==> src/verilog/axi_iw_pkg.sv <==
package axi_iw_pkg;

  // Slave port IDs are wider than the master port IDs
  localparam int unsigned SlvIdWidth = 4;
  localparam int unsigned MstIdWidth = 2;

  // One remap entry exists for every master port ID, so the entry index is the ID
  localparam int unsigned TableSize = 2 ** MstIdWidth;

  // Both ports share the address and data widths
  localparam int unsigned AddrWidth = 16;
  localparam int unsigned DataWidth = 32;

  // Bursts that a single entry may keep in flight
  localparam int unsigned MaxOutstanding = 3;

  typedef logic [SlvIdWidth-1:0] slv_id_t;
  typedef logic [MstIdWidth-1:0] mst_id_t;

  // Outstanding burst counter of one entry, just wide enough for MaxOutstanding
  typedef logic [1:0] cnt_t;

  // AR payload seen at the slave port
  typedef struct packed {
    slv_id_t              id;
    logic [AddrWidth-1:0] addr;
    logic [7:0]           len;
  } slv_ar_t;

  // AR payload issued at the master port, same fields with the narrow ID
  typedef struct packed {
    mst_id_t              id;
    logic [AddrWidth-1:0] addr;
    logic [7:0]           len;
  } mst_ar_t;

  // R payload returned at the slave port
  typedef struct packed {
    slv_id_t              id;
    logic [DataWidth-1:0] data;
    logic                 last;
  } slv_r_t;

  // R payload received at the master port
  typedef struct packed {
    mst_id_t              id;
    logic [DataWidth-1:0] data;
    logic                 last;
  } mst_r_t;

endpackage

==> src/verilog/remap_entry_if.sv <==
`timescale 1ns/100ps

interface remap_entry_if;

  // State published by the entry
  logic                busy;
  logic                full;
  axi_iw_pkg::slv_id_t slv_id;

  // Claim request from the AR allocator, carrying the slave ID to store
  logic                claim;
  axi_iw_pkg::slv_id_t claim_id;

  // Retire pulse from the R restorer on the last beat of a burst
  logic                retire;

  // The entry owns its state and reacts to claim and retire
  modport entry (output busy, full, slv_id, input claim, claim_id, retire);

  // The allocator looks at all state and may claim the entry
  modport alloc (input busy, full, slv_id, output claim, claim_id);

  // The restorer only needs the stored ID and retires bursts
  modport restore (input slv_id, output retire);

endinterface

==> src/verilog/remap_entry.sv <==
`timescale 1ns/100ps

module remap_entry (
  // Clock and synchronous active low reset
  input  logic clk_i,
  input  logic rst_n_i,
  // Link to the allocator and the restorer
  remap_entry_if.entry e
);

  // Number of bursts currently outstanding under this entry
  axi_iw_pkg::cnt_t    cnt_q;
  // Slave ID that the entry currently stands for
  axi_iw_pkg::slv_id_t id_q;

  // Claim adds a burst and retire removes one
  // When both arrive in the same cycle the count stays where it is
  always_ff @(posedge clk_i) begin
    if (!rst_n_i) begin
      cnt_q <= '0;
    end else begin
      case ({e.claim, e.retire})
        2'b10:   cnt_q <= cnt_q + axi_iw_pkg::cnt_t'(1);
        2'b01:   cnt_q <= cnt_q - axi_iw_pkg::cnt_t'(1);
        default: cnt_q <= cnt_q;
      endcase
    end
  end

  // The ID only matters while the entry is busy
  // A claim on an already busy entry writes back the same ID, so it can always load
  always_ff @(posedge clk_i) begin
    if (e.claim) begin
      id_q <= e.claim_id;
    end
  end

  // An entry with no bursts left is free for any new slave ID
  assign e.busy   = (cnt_q != '0);

  // Further bursts with this ID have to wait once the counter is saturated
  assign e.full   = (cnt_q == axi_iw_pkg::cnt_t'(axi_iw_pkg::MaxOutstanding));

  assign e.slv_id = id_q;

endmodule

==> src/verilog/chan_reg.sv <==
`timescale 1ns/100ps

module chan_reg #(
  // Payload carried by the stage, one of the AR or R structs
  parameter type payload_t = logic
) (
  // Clock and synchronous active low reset
  input  logic     clk_i,
  input  logic     rst_n_i,
  // Upstream side
  input  logic     valid_i,
  output logic     ready_o,
  input  payload_t data_i,
  // Downstream side
  output logic     valid_o,
  input  logic     ready_i,
  output payload_t data_o
);

  // Occupancy flag of the single slot
  logic     valid_q;
  // Stored item
  payload_t data_q;

  // The slot takes a new item when it is empty or when the current item leaves now
  // This keeps full throughput with only one register
  assign ready_o = !valid_q || ready_i;

  // Occupancy follows the input whenever the slot may be reloaded
  always_ff @(posedge clk_i) begin
    if (!rst_n_i) begin
      valid_q <= 1'b0;
    end else if (ready_o) begin
      valid_q <= valid_i;
    end
  end

  // Payload loads only on an accepted transfer, so a waiting item stays stable
  always_ff @(posedge clk_i) begin
    if (valid_i && ready_o) begin
      data_q <= data_i;
    end
  end

  assign valid_o = valid_q;
  assign data_o  = data_q;

endmodule

==> src/verilog/ar_id_alloc.sv <==
`timescale 1ns/100ps

module ar_id_alloc (
  // Clock and synchronous active low reset
  input  logic                clk_i,
  input  logic                rst_n_i,
  // AR channel from the slave port
  input  logic                slv_ar_valid_i,
  output logic                slv_ar_ready_o,
  input  axi_iw_pkg::slv_ar_t slv_ar_i,
  // AR channel towards the master port
  output logic                mst_ar_valid_o,
  input  logic                mst_ar_ready_i,
  output axi_iw_pkg::mst_ar_t mst_ar_o,
  // One link per remap entry
  remap_entry_if.alloc        ents [axi_iw_pkg::TableSize]
);

  // Flattened entry state
  logic [axi_iw_pkg::TableSize-1:0] busy;
  logic [axi_iw_pkg::TableSize-1:0] full;
  logic [axi_iw_pkg::TableSize-1:0] match;

  // Results of the table search
  logic                hit;
  logic                free;
  axi_iw_pkg::mst_id_t hit_idx;
  axi_iw_pkg::mst_id_t free_idx;
  axi_iw_pkg::mst_id_t sel_idx;
  logic                can_take;

  // Handshake with the output register
  logic                reg_ready;
  logic                accept;
  axi_iw_pkg::mst_ar_t remapped;

  for (genvar i = 0; i < axi_iw_pkg::TableSize; i++) begin : gen_ent
    assign busy[i]  = ents[i].busy;
    assign full[i]  = ents[i].full;
    // Only a busy entry can stand for a slave ID
    assign match[i] = ents[i].busy && (ents[i].slv_id == slv_ar_i.id);
    // Claim the chosen entry in the cycle the request is taken
    assign ents[i].claim    = accept && (sel_idx == axi_iw_pkg::mst_id_t'(i));
    assign ents[i].claim_id = slv_ar_i.id;
  end

  // Scan from the top down so that the lowest index wins
  // At most one entry matches, since a slave ID always reuses its entry
  always_comb begin
    hit      = 1'b0;
    free     = 1'b0;
    hit_idx  = '0;
    free_idx = '0;
    for (int i = int'(axi_iw_pkg::TableSize) - 1; i >= 0; i--) begin
      if (match[i]) begin
        hit     = 1'b1;
        hit_idx = axi_iw_pkg::mst_id_t'(i);
      end
      if (!busy[i]) begin
        free     = 1'b1;
        free_idx = axi_iw_pkg::mst_id_t'(i);
      end
    end
  end

  // A known ID must stay on its entry to keep same-ID order, even when that entry is full
  // A new ID needs a free entry; a free entry is never full
  always_comb begin
    if (hit) begin
      sel_idx  = hit_idx;
      can_take = !full[hit_idx];
    end else begin
      sel_idx  = free_idx;
      can_take = free;
    end
  end

  assign slv_ar_ready_o = reg_ready && can_take;
  assign accept         = slv_ar_valid_i && slv_ar_ready_o;

  // The outgoing ID is the index of the chosen entry
  assign remapped.id    = sel_idx;
  assign remapped.addr  = slv_ar_i.addr;
  assign remapped.len   = slv_ar_i.len;

  // Register stage gives the single cycle of AR latency
  chan_reg #(
    .payload_t ( axi_iw_pkg::mst_ar_t )
  ) i_ar_reg (
    .clk_i   ( clk_i                     ),
    .rst_n_i ( rst_n_i                   ),
    .valid_i ( slv_ar_valid_i && can_take ),
    .ready_o ( reg_ready                 ),
    .data_i  ( remapped                  ),
    .valid_o ( mst_ar_valid_o            ),
    .ready_i ( mst_ar_ready_i            ),
    .data_o  ( mst_ar_o                  )
  );

endmodule

==> src/verilog/r_id_restore.sv <==
`timescale 1ns/100ps

module r_id_restore (
  // Clock and synchronous active low reset
  input  logic               clk_i,
  input  logic               rst_n_i,
  // R channel from the master port
  input  logic               mst_r_valid_i,
  output logic               mst_r_ready_o,
  input  axi_iw_pkg::mst_r_t mst_r_i,
  // R channel towards the slave port
  output logic               slv_r_valid_o,
  input  logic               slv_r_ready_i,
  output axi_iw_pkg::slv_r_t slv_r_o,
  // One link per remap entry
  remap_entry_if.restore     ents [axi_iw_pkg::TableSize]
);

  // Stored slave IDs of all entries so that the master ID can index them
  axi_iw_pkg::slv_id_t ent_id [axi_iw_pkg::TableSize];

  // Beat taken by the register stage in this cycle
  logic                beat_acc;
  axi_iw_pkg::slv_r_t  restored;

  assign beat_acc = mst_r_valid_i && mst_r_ready_o;

  for (genvar i = 0; i < axi_iw_pkg::TableSize; i++) begin : gen_ent
    assign ent_id[i] = ents[i].slv_id;
    // The last beat of a burst ends one outstanding burst on its entry
    // The count drops in the same cycle the beat is accepted
    assign ents[i].retire = beat_acc && mst_r_i.last &&
                            (mst_r_i.id == axi_iw_pkg::mst_id_t'(i));
  end

  // The master ID is the entry index, so the lookup is a plain mux
  assign restored.id   = ent_id[mst_r_i.id];
  assign restored.data = mst_r_i.data;
  assign restored.last = mst_r_i.last;

  // The last beat may free its entry while it still waits in the register
  // Its slave ID was copied on acceptance, so a later claim cannot disturb it
  chan_reg #(
    .payload_t ( axi_iw_pkg::slv_r_t )
  ) i_r_reg (
    .clk_i   ( clk_i         ),
    .rst_n_i ( rst_n_i       ),
    .valid_i ( mst_r_valid_i ),
    .ready_o ( mst_r_ready_o ),
    .data_i  ( restored      ),
    .valid_o ( slv_r_valid_o ),
    .ready_i ( slv_r_ready_i ),
    .data_o  ( slv_r_o       )
  );

endmodule

==> src/verilog/axi_iw_converter.sv <==
`timescale 1ns/100ps

module axi_iw_converter (
  // Clock input
  input  logic                clk_i,
  // Synchronous reset, active low
  input  logic                rst_n_i,
  // Slave port AR channel, wide IDs
  input  logic                slv_ar_valid_i,
  output logic                slv_ar_ready_o,
  input  axi_iw_pkg::slv_ar_t slv_ar_i,
  // Slave port R channel, wide IDs
  output logic                slv_r_valid_o,
  input  logic                slv_r_ready_i,
  output axi_iw_pkg::slv_r_t  slv_r_o,
  // Master port AR channel, narrow IDs
  output logic                mst_ar_valid_o,
  input  logic                mst_ar_ready_i,
  output axi_iw_pkg::mst_ar_t mst_ar_o,
  // Master port R channel, narrow IDs
  input  logic                mst_r_valid_i,
  output logic                mst_r_ready_o,
  input  axi_iw_pkg::mst_r_t  mst_r_i
);

  // One link per remap entry, shared by the allocator and the restorer
  remap_entry_if ent_if [axi_iw_pkg::TableSize] ();

  // AR side picks an entry and rewrites the ID
  ar_id_alloc i_ar_id_alloc (
    .clk_i          ( clk_i          ),
    .rst_n_i        ( rst_n_i        ),
    .slv_ar_valid_i ( slv_ar_valid_i ),
    .slv_ar_ready_o ( slv_ar_ready_o ),
    .slv_ar_i       ( slv_ar_i       ),
    .mst_ar_valid_o ( mst_ar_valid_o ),
    .mst_ar_ready_i ( mst_ar_ready_i ),
    .mst_ar_o       ( mst_ar_o       ),
    .ents           ( ent_if         )
  );

  // The remap table, one entry per master port ID
  for (genvar i = 0; i < axi_iw_pkg::TableSize; i++) begin : gen_entry
    remap_entry i_remap_entry (
      .clk_i   ( clk_i     ),
      .rst_n_i ( rst_n_i   ),
      .e       ( ent_if[i] )
    );
  end

  // R side puts the slave ID back and retires finished bursts
  r_id_restore i_r_id_restore (
    .clk_i         ( clk_i         ),
    .rst_n_i       ( rst_n_i       ),
    .mst_r_valid_i ( mst_r_valid_i ),
    .mst_r_ready_o ( mst_r_ready_o ),
    .mst_r_i       ( mst_r_i       ),
    .slv_r_valid_o ( slv_r_valid_o ),
    .slv_r_ready_i ( slv_r_ready_i ),
    .slv_r_o       ( slv_r_o       ),
    .ents          ( ent_if        )
  );

endmodule

==> config.mk <==
export PLATFORM = sky130hd
export DESIGN_NAME = axi_iw_converter
export DESIGN_NICKNAME = d
export VERILOG_FILES = /design/src/verilog/axi_iw_pkg.sv /design/src/verilog/remap_entry_if.sv /design/src/verilog/remap_entry.sv /design/src/verilog/chan_reg.sv /design/src/verilog/ar_id_alloc.sv /design/src/verilog/r_id_restore.sv /design/src/verilog/axi_iw_converter.sv
export SDC_FILE = /design/constraint.sdc
export NUM_CORES = 1
export LEC_CHECK = 0
export ABC_AREA = 1
export ABC_CLOCK_PERIOD_IN_PS = 7380
export BUFFER_PORTS_ARGS = -buffer_cell sky130_fd_sc_hd__buf_2
export CAP_MARGIN = 20
export CORE_MARGIN = 2
export CORE_UTILIZATION = 52
export DETAILED_ROUTE_END_ITERATION = 7
export PLACE_DENSITY = 0.85
export SLEW_MARGIN = 20
export SYNTH_ARGS = -nofsm -noshare
export SYNTH_HDL_FRONTEND = slang
export SYNTH_SLANG_ARGS = --single-unit
==> constraint.sdc <==
create_clock -name clk_i -period 7.38 [get_ports clk_i]
set_clock_uncertainty 0.1 [all_clocks]
set_input_delay 1.476 -clock clk_i [delete_from_list [all_inputs] [get_ports clk_i]]
set_output_delay 1.476 -clock clk_i [all_outputs]
set_load 0.02 [all_outputs]
======== Word-level counts from Yosys, hierarchy flattened ========
Index checks and enable logic that the tools add are counted.
operators by class
  $add $sub $neg .......................... 8
  order comparisons ....................... 2
  equality and inequality tests ........... 22
  multiplexer cells ....................... 27
  bitwise logic cells ..................... 1
  reductions and logical operators ........ 33
operator list
  operator                                                    count
  equality test 2 bit, second input constant                  12
  logical AND 1 bit                                           18
  two-way mux 2 bit                                           9
  equality test 4 bit                                         4
  one-hot mux 2 bit (2 select lines)                          4
  nonzero test 2 bit                                          8
  equality test 2 x 1 -> 1 bit, second input constant         6
  two-way mux 1 bit                                           10
  adder 2 x 1 -> 2 bit, second input constant                 4
  binary-select mux 4 bit (select 2 bit)                      1
  two-way mux 4 bit                                           2
  subtractor 2 x 1 -> 2 bit, second input constant            4
  logical NOT 2 bit                                           2
  >= comparator 3 bit, second input constant                  1
  logical NOT 1 bit                                           3
  less-than comparator 2 x 3 -> 1 bit, second input constant  1
  inverter 2 -> 3 bit                                         1
  binary-select mux 1 bit (select 2 bit)                      1
  logical OR 1 bit                                            2
storage, ports and cells
  bits in registers ....................... 89
  input bits .............................. 69
  output and inout port bits .............. 67
  logic and storage cells ................. 109

======== Depth between registers and ports, before layout ========
Gate-level depths: netlist of run 1.
  word-level depth ........................ 15
  depth in mapped cells ................... 20
  gate-level depth less buffers ........... 20

======== Modules after synthesis ========
A second synthesis of run 1 with hierarchy kept.
unflattened totals
  cells, all modules ...................... 336
  area, all modules ....................... 3,769.9 um^2
by module, submodules not included
  module                             times used  cells an instance  area each (um^2)  sequential area each (um^2)
  chan_reg (i_r_id_restore.i_r_reg)  1           44                 1,162.4           1,131.1
  remap_entry                        4           25                 254.0             160.2
  chan_reg (i_ar_id_alloc.i_ar_reg)  1           33                 832.0             800.8
  ar_id_alloc                        1           115                584.3             0.0
  r_id_restore                       1           44                 175.2             0.0

======== Least setup slack after synthesis of run 1 ========
OpenSTA, ideal clock, no wires.
  path type ............................... input-to-reg
  start point ............................. input mst_r_valid_i
  end point ............................... register gen_entry[0].i_remap_entry.cnt_q[1]
  library setup time ...................... 70 ps
  arrival ................................. 4,617 ps
  required time ........................... 7,210 ps
  slack ................................... 2,593 ps
  cell stages on the path ................. 8
  buffers on the path ..................... 0
  cell sequence ........................... inv_1 a21oi_1 nand2_1 nor3_1 ha_1 nor3b_1 o21ai_0 a21oi_1
between the ends
  cells in the longest elaborated chain, start to end .. 5
  elaborated cells between the ends (all ways) .. 7
  those cells by class .................... eq/ne: 2; mux: 1; reduce/logical: 4
ends and longest elaborated chain
  element                                                                   line                    text
  start, declared                                                           axi_iw_converter.sv:21  input logic mst_r_valid_i,
  logical AND 1 bit *                                                       r_id_restore.sv:26      assign beat_acc = mst_r_valid_i && mst_r_ready_o;
  via i_r_id_restore.beat_acc                                               r_id_restore.sv:23      logic beat_acc;
  logical AND 1 bit * (2 in series)                                         r_id_restore.sv:32      assign ents[i].retire = beat_acc && mst_r_i.last &&
  equality test 2 x 1 -> 1 bit or equality test 2 bit (tied branches)       remap_entry.sv:22       case ({e.claim, e.retire})
  one-hot mux 2 bit (2 select lines) or nonzero test 2 bit (tied branches)  n/a
  end signal, assigned                                                      remap_entry.sv:23       2'b10: cnt_q <= cnt_q + axi_iw_pkg::cnt_t'(1);
  end signal, assigned                                                      remap_entry.sv:24       2'b01: cnt_q <= cnt_q - axi_iw_pkg::cnt_t'(1);
  end signal, assigned                                                      remap_entry.sv:25       default: cnt_q <= cnt_q;
  end, declared                                                             remap_entry.sv:12       axi_iw_pkg::cnt_t cnt_q;
The timed path passes the listed nets; every way through them passes the cells marked *.
A chain may end at the register's enable or synchronous reset.

======== Worst setup path after layout of run 1 ========
  start point ............................. input slv_ar_i[24] (netlist name)
  end point ............................... output slv_ar_ready_o
between the ends
  cells in the longest elaborated chain, start to end .. 11
  elaborated cells between the ends (all ways) .. 21
  those cells by class .................... eq/ne: 4; mux: 11; reduce/logical: 6
ends and longest elaborated chain
  element                                  line                    text
  start, declared                          axi_iw_converter.sv:11  input axi_iw_pkg::slv_ar_t slv_ar_i,
  equality test 4 bit                      ar_id_alloc.sv:41       assign match[i] = ents[i].busy && (ents[i].slv_id == slv_ar_i.id);
  logical AND 1 bit                        ar_id_alloc.sv:41
  two-way mux 2 bit (4 in series)          ar_id_alloc.sv:55       if (match[i]) begin
  binary-select mux 1 bit (select 2 bit)   ar_id_alloc.sv:71       can_take = !full[hit_idx];
  two-way mux 1 bit (not written as such)  ar_id_alloc.sv:71
  logical NOT 1 bit                        ar_id_alloc.sv:71
  two-way mux 1 bit *                      ar_id_alloc.sv:69       if (hit) begin
  logical AND 1 bit *                      ar_id_alloc.sv:78       assign slv_ar_ready_o = reg_ready && can_take;
  end, declared                            axi_iw_converter.sv:10  output logic slv_ar_ready_o,
Every way passes the cells marked *; elsewhere a longest branch is shown, timed or not. The select of a mux whose other input is x is not followed.

==> key figures, run 1 <==
Status
  – Status: complete, but fails checks
  – Failing checks: DRC

CTS
  – Clock latency at the later pin of the worst-skew pair: 0.34 ns
  – CTS buffer count: 9
  – Clock sink count: 89
  – CTS resizes: 0
  – Clock Tree Buf Depth: 2
  – Clk slew on worst S/H paths: 0.08 ns
  – Postcts setup bufs: 0
  – Htree depth: 3
  – # hold bufs at CTS: 0
  – Root Driver: clkbuf_8
  – CTS tree: yes

STA
  – Relative slew margins: 36.8%
  – Max frequency: 0.222 GHz
  – Final hold vios: 0
  – Tmin final: 4.49 ns
  – Setup TNS: 0 ns
  – RSZ-0062 raised after global routing: no
  – # setup viols final: 0
  – Max Slew Vio Count: 0
  – Worst Tran Pin Value: 0.947 ns
  – Fin crit share: 60.9%

Detailed routing
  – Pre-Repair DR Iteration Count: 8
  – Routed vias/inst: 5.19
  – Wire per inst: 17.2 um
  – Via count: 2560
  – Post-route ant nets: 0
  – Wirelength, routed: 8460 um
  – DRT iter0 DRCs: 179
  – DRC viols: 15

Final layout
  – Fillers: 448
  – # nets final: 486
  – Most common cell after layout, fill and taps aside: buf_2
  – N_diodes: 0
  – Post-route insts no fill: 493
  – Layout cell share with drive strength beyond 1: 40.4%
  – Most frequent cells in the layout: buf_2 (135), edfxtp_1 (79), nand2_1 (48)
  – Area Growth Syn to Fin: 28.8%

Synth
  – Sequential share of the synthesized area: 74.0%
  – Avg Inst Size Synth: 13.0 um^2
  – YS warnings: 0
  – Netlist Area Pre-Place: 3470 um^2
  – FF+latch count, synth: 89
  – Synth Instances: 268
  – Post-Syn Nets: 341
  – Synth unique cells: 27

Worst setup path
  – Worst Path Arrival: 2.92 ns
  – CP Max Fanout: 7
  – Kind of critical path: input port to output pin
  – Setup crit end kind: output pin
  – Launch point of the worst reg-to-reg path: gen_entry[2].i_remap_entry.cnt_q[0]
  – Worst Setup SP: slv_ar_i[24]
  – Startpoint types: input port
  – Required time of the critical path: 5.80 ns

Worst hold path
  – Hold_sp: gen_entry[1].i_remap_entry.cnt_q[1]
  – Worst Hold Class: register to register

Global routing
  – First-pass GRT wire length: 12300 um
  – Vias in the first global route: 2379
  – Initial antenna violation count: 0
  – Global route total overflow: 0
  – Maximum number of pins on one net before global-route repair: 39
  – Tot GR Track Use: 22.7%

Floorplan
  – Core area: 6420 um^2
  – Die ar.: 7350 um^2
  – Die Y: 85.7 um
  – IO Count: 136
  – Initial Util: 54.1%
  – Die X: 85.7 um
  – Num rows: 29

Place
  – # port buffers: 135
  – Cells after DPL: 478
  – Gpl congestion: 0.908
  – Final HPWL from detailed placement: 6390 um

Power
  – Static Leak: 1.91 nW
  – P_int: 0.862 mW
  – Pwr Density: 265 nW/um^2
  – Switch share: 27.2%
  – Clock power share: 29.1%
  – Max rail drop VDD: 0.135 mV
  – Psw: 0.322 mW
  – Part of the power in registers: 53.3%
  – Comb pwr share: 17.6%

Run
  – Total of max-cap violations: 0
cell usage after synthesis:
cell type	number	share of area, %
dfxtp_1	10	5.8
a21oi_1	12	1.7
nand3_2	1	0.29
o211ai_1	4	0.86
and3_2	1	0.22
a22oi_1	4	0.86
nand3_1	10	1.4
clkbuf_1	1	0.11
o21ai_1	1	0.14
ha_1	4	1.4
nand4_1	1	0.18
o21ai_0	8	1.2
nand2_1	48	5.2
nor2_2	7	1.3
nor3_1	5	0.72
nor2_1	28	3.0
buf_6	1	0.32
nand4_4	1	0.61
nor3b_1	3	0.65
a21oi_4	1	0.47
xnor2_1	1	0.25
edfxtp_1	79	68
xor2_1	5	1.3
inv_2	3	0.32
nor3_2	1	0.29
nand2_2	2	0.36
inv_1	26	2.8
flip-flops by register name, indices dropped and copies added, names as in the netlist:
register,cells
i_ar_id_alloc.i_ar_reg.data_o,26
i_ar_id_alloc.i_ar_reg.valid_o,1
i_r_id_restore.i_r_reg.data_o,37
gen_entry.i_remap_entry.e.slv_id,16
gen_entry.i_remap_entry.cnt_q,8
i_r_id_restore.i_r_reg.valid_o,1
cell families after synthesis:
logic type	synth area share, %
and+or+nand+nor	14.2
DFF	74.0
buffers and inverters	3.56
AOI/OAI and AO/OA	5.22
xor gates and xnor gates	1.51
adders and majority gates	1.44
through the flow:
| stage | setup WS (ns) | power [mW] | instance area, um^2 | hold WS [ns] | util [%] |
|---|---|---|---|---|---|
| 2_1_floorplan | 2.59 | 0.769 | 3470 | 0.343 | - |
| 3_3_place_gp | 2.96 | 0.840 | 4240 | 0.354 | 66.1 |
| 3_5_place_dp | 2.90 | 0.847 | 4240 | 0.368 | 66.1 |
| 4_1_cts | 2.90 | 1.19 | 4450 | 0.383 | 69.3 |
| 5_1_grt | 2.68 | 1.23 | 4480 | 0.412 | 69.7 |
| 6_report | 2.89 | 1.18 | 4480 | 0.385 | 69.7 |
critical path: stages:
cell     delay (ns)
buf_2          0.13
inv_1          0.16
nor2_1         0.07
nor2_1         0.12
nand3_1        0.08
nor2_1         0.08
nand2_1        0.06
nand2_2        0.07
nand2_1        0.09
nand2_1        0.07
nand3_1        0.12
and3_2         0.22
buf_2          0.16
worst paths after layout:
kind	end	slack, ns	cells after the start
setup / recovery	slv_ar_ready_o	2.89	13
setup reg to reg	gen_entry[0].i_remap_entry.cnt_q[1]	4.52	17
hold reg to reg	gen_entry[1].i_remap_entry.cnt_q[1]	0.38	1
hold / removal	gen_entry[1].i_remap_entry.cnt_q[1]	0.38	1
routing by layer:
layer  track usage (%)  vias to the layer above  share of wire (%)
li1                  -                     1217                  -
met1              26.3                     1214                 37
met2              40.1                      115                 52
met3              6.83                       14                8.9
met4              7.65                        0                2.1
met5                 0                        -                  0
cell type report:
| cell class | instances | area [um^2] | share of cell area, % |
|---|---|---|---|
| flip-flops and latches | 89 | 2570 | 57.5 |
| multi-input cells | 148 | 790 | 17.6 |
| clock buffers | 9 | 124 | 2.77 |
| inverters | 29 | 109 | 2.43 |
| repair buffers | 136 | 703 | 15.7 |
| well taps | 77 | 96.3 | 2.15 |
| clock inverters | 5 | 81.3 | 1.82 |
power by group through the flow:
stage | logic (mW) | clock network, mW | registers (mW)
6_report | 0.209 | 0.344 | 0.631
5_1_grt | 0.229 | 0.369 | 0.636
4_1_cts | 0.207 | 0.350 | 0.631
3_5_place_dp | 0.205 | 0 | 0.642
3_3_place_gp | 0.200 | 0 | 0.640
2_1_floorplan | 0.0996 | 0 | 0.670
No activity file was read; power rests on OpenSTA's default activity.
==> run 2, diff against run 1 <==
--- a/config.mk
+++ b/config.mk
@@ -6,13 +6,13 @@
 export NUM_CORES = 1
 export LEC_CHECK = 0
 export ABC_AREA = 1
-export ABC_CLOCK_PERIOD_IN_PS = 7380
+export ABC_CLOCK_PERIOD_IN_PS = 4600
 export BUFFER_PORTS_ARGS = -buffer_cell sky130_fd_sc_hd__buf_2
 export CAP_MARGIN = 20
 export CORE_MARGIN = 2
-export CORE_UTILIZATION = 52
+export CORE_UTILIZATION = 48
 export DETAILED_ROUTE_END_ITERATION = 7
-export PLACE_DENSITY = 0.85
+export PLACE_DENSITY = 0.79
 export SLEW_MARGIN = 20
 export SYNTH_ARGS = -nofsm -noshare
 export SYNTH_HDL_FRONTEND = slang
==> constraint.sdc (replaced) <==
create_clock -name clk_i -period 4.6 [get_ports clk_i]
set_clock_uncertainty 0.1 [all_clocks]
set_input_delay 0.92 -clock clk_i [delete_from_list [all_inputs] [get_ports clk_i]]
set_output_delay 0.92 -clock clk_i [all_outputs]
set_load 0.02 [all_outputs]
==> run 2 against run 1 <==
  * The flow now finishes without violations
  * Setup slack got worse by 1.7 ns
  * Die area increased by 7.9%
  * Global-route usage decreased by 1.1 points
  * Cell area increased by 0.17%
  * Cell count increased by 4.5%
  * Via count decreased by 2.0%
  * Critical path depth unchanged
  * Sequential share of layout area decreased by 0.096 points
  * Largest power group unchanged
  * Core utilization decreased by 6.9 points
  * Critical path type unchanged
  * Flip-flop and latch count unchanged
  * Register-to-register slack got worse by 2.9 ns
  * First-iteration DRC count decreased by 41%
==> key figures, run 2 (synthesized netlist as in run 1, its figures left out) <==
Status
  – Status: finished, final reports clean

Global routing
  – Vias in the first global route: 2385 (+0.25%)
  – Tot GR Track Use: 21.5% (-1.1 points)
  – Initial antenna violation count: 1 (+1)
  – First-pass GRT wire length: 12400 um (+0.56%)
  – Maximum number of pins on one net before global-route repair: 39 (unchanged)
  – Global route total overflow: 0 (unchanged)

Detailed routing
  – DRT iter0 DRCs: 105 (-41%)
  – DRC viols: 0 (-15)
  – Wire per inst: 16.4 um (-4.6%)
  – Post-route ant nets: 0 (unchanged)
  – Via count: 2509 (-2.0%)
  – Routed vias/inst: 4.87 (-6.2%)
  – Wirelength, routed: 8430 um (-0.33%)
  – Pre-Repair DR Iteration Count: 4 (-4)

STA
  – RSZ-0062 raised after global routing: no
  – Final hold vios: 0 (unchanged)
  – Worst Tran Pin Value: 0.924 ns (-0.0229 ns)
  – WHS: 0.385 ns (-0.000151 ns)
  – Max frequency: 0.292 GHz
  – Relative slew margins: 38.3% (+1.5 points)
  – Setup TNS: 0 ns (unchanged)
  – Max Slew Vio Count: 0 (unchanged)
  – Fin crit share: 74.5%
  – # setup viols final: 0 (unchanged)
  – Tmin final: 3.43 ns

Worst setup path
  – Startpoint types: input port
  – CP Max Fanout: 7 (unchanged)
  – Register-to-Register Path Depth: 14 (-3)
  – Launch point of the worst reg-to-reg path: gen_entry[1].i_remap_entry.cnt_q[0]
  – Worst R2R End: gen_entry[2].i_remap_entry.cnt_q[1]
  – Kind of critical path: input port to output pin
  – Worst path max stage delay: 0.23 ns (about the same)
  – Setup crit end kind: output pin
  – Reg2Reg Setup Slack: 1.64 ns (-2.88 ns)
  – Crit-path cells: buf_2 > inv_1 > nor2_1 > nor2_1 > nand3_1 > nor2_1 > nand2_1 > nand2_2 > nand2_1 > nand2_1 > nand3_1 > and3_2 > buf_2
  – Worst Path Arrival: 2.41 ns (-0.51 ns)
  – Max stage delay cell, worst path: and3_2
  – Required time of the critical path: 3.58 ns (-2.22 ns)

Final layout
  – Final Util: 62.8% (-6.9 points)
  – Post-route insts no fill: 515 (+4.5%)
  – Layout cell share with drive strength beyond 1: 40.4% (unchanged)
  – # nets final: 486 (unchanged)
  – Area Growth Syn to Fin: 29.0%
  – Most common cell after layout, fill and taps aside: buf_2
  – N_diodes: 0 (unchanged)
  – Max reg flops: 37 (unchanged)
  – Most frequent cells in the layout: buf_2 (135), edfxtp_1 (79), nand2_1 (48)

CTS
  – Postcts setup bufs: 0 (unchanged)
  – Clk slew on worst S/H paths: 0.07 ns (about the same)
  – Root Driver: clkbuf_8
  – Clock Tree Buf Depth: 2 (unchanged)
  – Clock latency at the later pin of the worst-skew pair: 0.35 ns (about the same)
  – CTS buffer count: 9 (unchanged)
  – CTS tree: yes
  – # hold bufs at CTS: 0 (unchanged)
  – Htree depth: 3 (unchanged)
  – CTS resizes: 0 (unchanged)
  – Clock sink count: 89 (unchanged)

Place
  – Gpl congestion: 0.949 (+4.5%)
  – Cells after DPL: 501 (+4.8%)
  – Final HPWL from detailed placement: 6590 um (+3.1%)
  – # port buffers: 135 (unchanged)

Power
  – Static Leak: 1.90 nW (-0.40%)
  – Max rail drop VDD: 0.178 mV (+32%)
  – Pwr Density: 425 nW/um^2 (+61%)

Floorplan
  – IO Count: 136 (unchanged)
  – Core area: 7140 um^2 (+11%)
  – Die ar.: 7940 um^2 (+7.9%)
  – Die Y: 89.1 um (+3.9%)
  – Die X: 89.1 um (+3.9%)
  – Initial Util: 48.7% (-5.4 points)
  – Num rows: 31 (+6.9%)

Worst hold path
  – Hold_sp: gen_entry[1].i_remap_entry.cnt_q[1]
  – Worst Hold Class: register to register
  – Hold EP: gen_entry[1].i_remap_entry.cnt_q[1]
  – Worst hold stages: 1 (unchanged)

Run
  – Total of max-cap violations: 0 (unchanged)
-- run 2: power by group --
| part | leakage (nW) | switching, mW | internal [mW] |
|---|---|---|---|
| Sequential | 0.839 | 0.0405 | 0.969 |
| Clock | 0.102 | 0.262 | 0.301 |
| Combinational | 0.958 | 0.222 | 0.111 |
| Total | 1.90 | 0.524 | 1.38 |
-- run 2: worst max-delay path by stage --
stage	from	end	slack, ns	cells past startpoint
global route	slv_ar_i[24]	slv_ar_ready_o	0.97	13
finish	slv_ar_i[24]	slv_ar_ready_o	1.17	13
global placement	slv_ar_i[24]	gen_entry[2].i_remap_entry.cnt_q[1]	1.09	15
CTS	slv_ar_i[24]	slv_ar_ready_o	1.18	13
floorplan	mst_r_valid_i	gen_entry[0].i_remap_entry.cnt_q[1]	0.37	8
detailed placement	slv_ar_i[24]	gen_entry[2].i_remap_entry.cnt_q[1]	1.0	16
-- run 2: metrics by stage --
| stage | power, mW | setup WS [ns] | cell area (um^2) |
|---|---|---|---|
| 2_1_floorplan | 1.23 | 0.369 | 3470 |
| 3_3_place_gp | 1.35 | 1.09 | 4280 |
| 3_5_place_dp | 1.36 | 0.996 | 4280 |
| 4_1_cts | 1.92 | 1.18 | 4480 |
| 5_1_grt | 2.01 | 0.972 | 4480 |
| 6_report | 1.91 | 1.17 | 4480 |
-- run 2: critical path: cells and delay by family --
family / cells / cell delay (ns)
simple gates: 10 / 1.05
buf+inv: 3 / 0.43
-- run 2: layer usage --
layer | up-vias | global-route usage (%) | share of wire [%]
met5 | - | 0 | 0.083
met4 | 2 | 8.01 | 2.2
met3 | 20 | 7.02 | 9.6
met2 | 103 | 37.8 | 52
met1 | 1165 | 24.5 | 37
li1 | 1219 | - | -
-- run 2: cell type report --
class	instances	area (um^2)
Multi-Input combinational cell	148	790
Clock inverter	5	81.3
Inverter	29	109
Tap cell	99	124
Sequential cell	89	2570
Fill cell	594	2650
Clock buffer	9	124
Timing Repair Buffer	136	683
==> run 3, diff against run 2 <==
--- a/config.mk
+++ b/config.mk
@@ -6,7 +6,7 @@
 export NUM_CORES = 1
 export LEC_CHECK = 0
 export ABC_AREA = 1
-export ABC_CLOCK_PERIOD_IN_PS = 4600
+export ABC_CLOCK_PERIOD_IN_PS = 3400
 export BUFFER_PORTS_ARGS = -buffer_cell sky130_fd_sc_hd__buf_2
 export CAP_MARGIN = 20
 export CORE_MARGIN = 2
==> constraint.sdc (replaced) <==
create_clock -name clk_i -period 3.4 [get_ports clk_i]
set_clock_uncertainty 0.1 [all_clocks]
set_input_delay 0.68 -clock clk_i [delete_from_list [all_inputs] [get_ports clk_i]]
set_output_delay 0.68 -clock clk_i [all_outputs]
set_load 0.02 [all_outputs]
==> run 3 against run 2 <==
  * Global-route usage down 0.34 points
  * Highest routed layer is now met4
  * Via count is 2.0% higher
  * First-iteration DRC count grew 35%
  * Sequential share of layout area hardly changed
  * Sequential power up 36%
  * Count of clock-buffer cells in the layout rose by 1
  * Register-to-register slack worse by 1.1 ns
  * Setup slack lost 0.76 ns
  * Hold slack better by 0.014 ns
  * Die area stayed put
  * Flip-flop and latch count is the same
  * Cell area hardly changed
==> key figures, run 3 (synthesized netlist as in run 1, its figures left out) <==
Status
  – Status: finished, final reports clean

Final layout
  – Max reg flops: 37 (unchanged)
  – Area Growth Syn to Fin: 29.1% (about the same)
  – Final Util: 62.9% (about the same)
  – # nets final: 488 (+0.41%)
  – Layout cell share with drive strength beyond 1: 40.5% (+0.092 points)
  – Most common cell after layout, fill and taps aside: buf_2
  – Post-route insts no fill: 519 (+0.78%)
  – N_diodes: 0 (unchanged)
  – Most frequent cells in the layout: buf_2 (135), edfxtp_1 (79), nand2_1 (48)

STA
  – RSZ-0062 raised after global routing: no
  – Setup TNS: 0 ns (unchanged)
  – Final hold vios: 0 (unchanged)
  – Fin crit share: 88.0%
  – # setup viols final: 0 (unchanged)
  – Relative slew margins: 69.8% (+31 points)
  – Max frequency: 0.334 GHz
  – Worst Tran Pin Value: 0.453 ns (-0.471 ns)
  – Tmin final: 2.99 ns
  – Max Slew Vio Count: 0 (unchanged)

Worst setup path
  – Required time of the critical path: 2.62 ns (-0.96 ns)
  – Kind of critical path: input port to output pin
  – Reg2Reg Setup Slack: 0.54 ns (-1.10 ns)
  – CP Max Fanout: 7 (unchanged)
  – Setup crit end kind: output pin
  – Startpoint types: input port
  – Worst Path Arrival: 2.21 ns (-0.20 ns)

Power
  – Pwr Density: 562 nW/um^2 (+32%)
  – P_int: 1.80 mW (+31%)
  – Max rail drop VDD: 0.338 mV (+90%)
  – Part of the power in registers: 54.3% (+1.3 points)
  – Comb pwr share: 17.9% (+0.4 points)
  – Switch share: 28.4% (+0.89 points)
  – Psw: 0.716 mW (+37%)
  – Clock power share: 27.8% (-1.7 points)
  – Total power: 2.52 mW (+32%)
  – Static Leak: 1.90 nW (about the same)

Detailed routing
  – Post-route ant nets: 0 (unchanged)
  – Routed vias/inst: 4.93 (+1.2%)
  – Via count: 2559 (+2.0%)
  – Pre-Repair DR Iteration Count: 4 (unchanged)
  – DRC viols: 0 (unchanged)
  – DRT iter0 DRCs: 142 (+35%)
  – Wirelength, routed: 8440 um (+0.12%)
  – Wire per inst: 16.3 um (-0.65%)

CTS
  – # hold bufs at CTS: 0 (unchanged)
  – Root Driver: clkbuf_8
  – Clk slew on worst S/H paths: 0.08 ns (about the same)
  – CTS tree: yes
  – CTS buffer count: 9 (unchanged)
  – Clock Tree Buf Depth: 2 (unchanged)
  – Postcts setup bufs: 0 (unchanged)
  – Htree depth: 3 (unchanged)
  – CTS resizes: 0 (unchanged)
  – Clock latency at the later pin of the worst-skew pair: 0.34 ns (about the same)
  – Clock sink count: 89 (unchanged)

Place
  – Cells after DPL: 503 (+0.40%)
  – # port buffers: 135 (unchanged)
  – Final HPWL from detailed placement: 6730 um (+2.1%)
  – Gpl congestion: 1.07 (+13%)

Floorplan
  – Die ar.: 7940 um^2 (unchanged)
  – Num rows: 31 (unchanged)
  – IO Count: 136 (unchanged)
  – Die X: 89.1 um (unchanged)
  – Core area: 7140 um^2 (unchanged)
  – Die Y: 89.1 um (unchanged)
  – Initial Util: 48.7% (unchanged)

Global routing
  – Vias in the first global route: 2417 (+1.3%)
  – Tot GR Track Use: 21.2% (-0.34 points)
  – Met3 Use GR: 7.20% (+0.18 points)
  – First-pass GRT wire length: 12200 um (-1.7%)
  – GRT Max-Usage Layer: met2
  – GR Layer Usage met2: 36.4% (-1.3 points)
  – Initial antenna violation count: 0 (-1)
  – Global route total overflow: 0 (unchanged)
  – Maximum number of pins on one net before global-route repair: 38 (-2.6%)
  – Routing usage on met1: 24.5% (about the same)

Worst hold path
  – Worst Hold Class: register to register

Run
  – Total of max-cap violations: 0 (unchanged)
[run 3: worst max-delay path, cell delays in order]
cell     delay [ns]
buf_2          0.13
inv_1          0.16
nor2_1         0.06
nor2_1         0.13
nand3_1        0.10
nor2_1         0.10
nand2_1        0.07
nand2_2        0.07
nand2_1        0.09
nand2_1        0.09
nand3_1        0.14
and3_2         0.23
buf_2          0.16
[run 3: worst paths after layout]
kind / from / endpoint / cells past startpoint
max: slv_ar_i[24] / slv_ar_ready_o / 13
min: gen_entry[2].i_remap_entry.cnt_q[1] / gen_entry[2].i_remap_entry.cnt_q[1] / 1
max reg2reg: gen_entry[2].i_remap_entry.e.slv_id[3] / gen_entry[0].i_remap_entry.cnt_q[1] / 16
min reg2reg: gen_entry[2].i_remap_entry.cnt_q[1] / gen_entry[2].i_remap_entry.cnt_q[1] / 1
[run 3: cell type report]
class | instances | area (um^2)
clock buffer | 10 | 128
clock inverter | 6 | 66.3
fill | 588 | 2650
inverter | 29 | 109
multi-input combinational | 148 | 790
sequential | 89 | 2570
tap | 99 | 124
timing repair buffer | 138 | 698
[run 3: through the flow]
| step | hold slack, ns | area, um^2 | setup slack, ns |
|---|---|---|---|
| 6_report | 0.398 | 4490 | 0.407 |
| 5_1_grt | 0.376 | 4490 | 0.195 |
| 4_1_cts | 0.389 | 4490 | 0.432 |
| 3_5_place_dp | 0.375 | 4290 | 0.108 |
| 3_3_place_gp | 0.358 | 4290 | 0.252 |
| 2_1_floorplan | 0.343 | 3480 | 0.233 |
[run 3: power by group through the flow]
stage	Clock, mW	Combinational, mW	Sequential [mW]
floorplan	0	0.217	1.45
global placement	0	0.436	1.39
detailed placement	0	0.450	1.39
CTS	0.715	0.452	1.37
global route	0.763	0.497	1.38
finish	0.701	0.450	1.37
[run 3: routing by layer]
metal  share of wire [%]  wire length [um]
met3                  11               933
met1                  36              3060
met5                   0                 0
met4                 1.9               162
met2                  51              4280
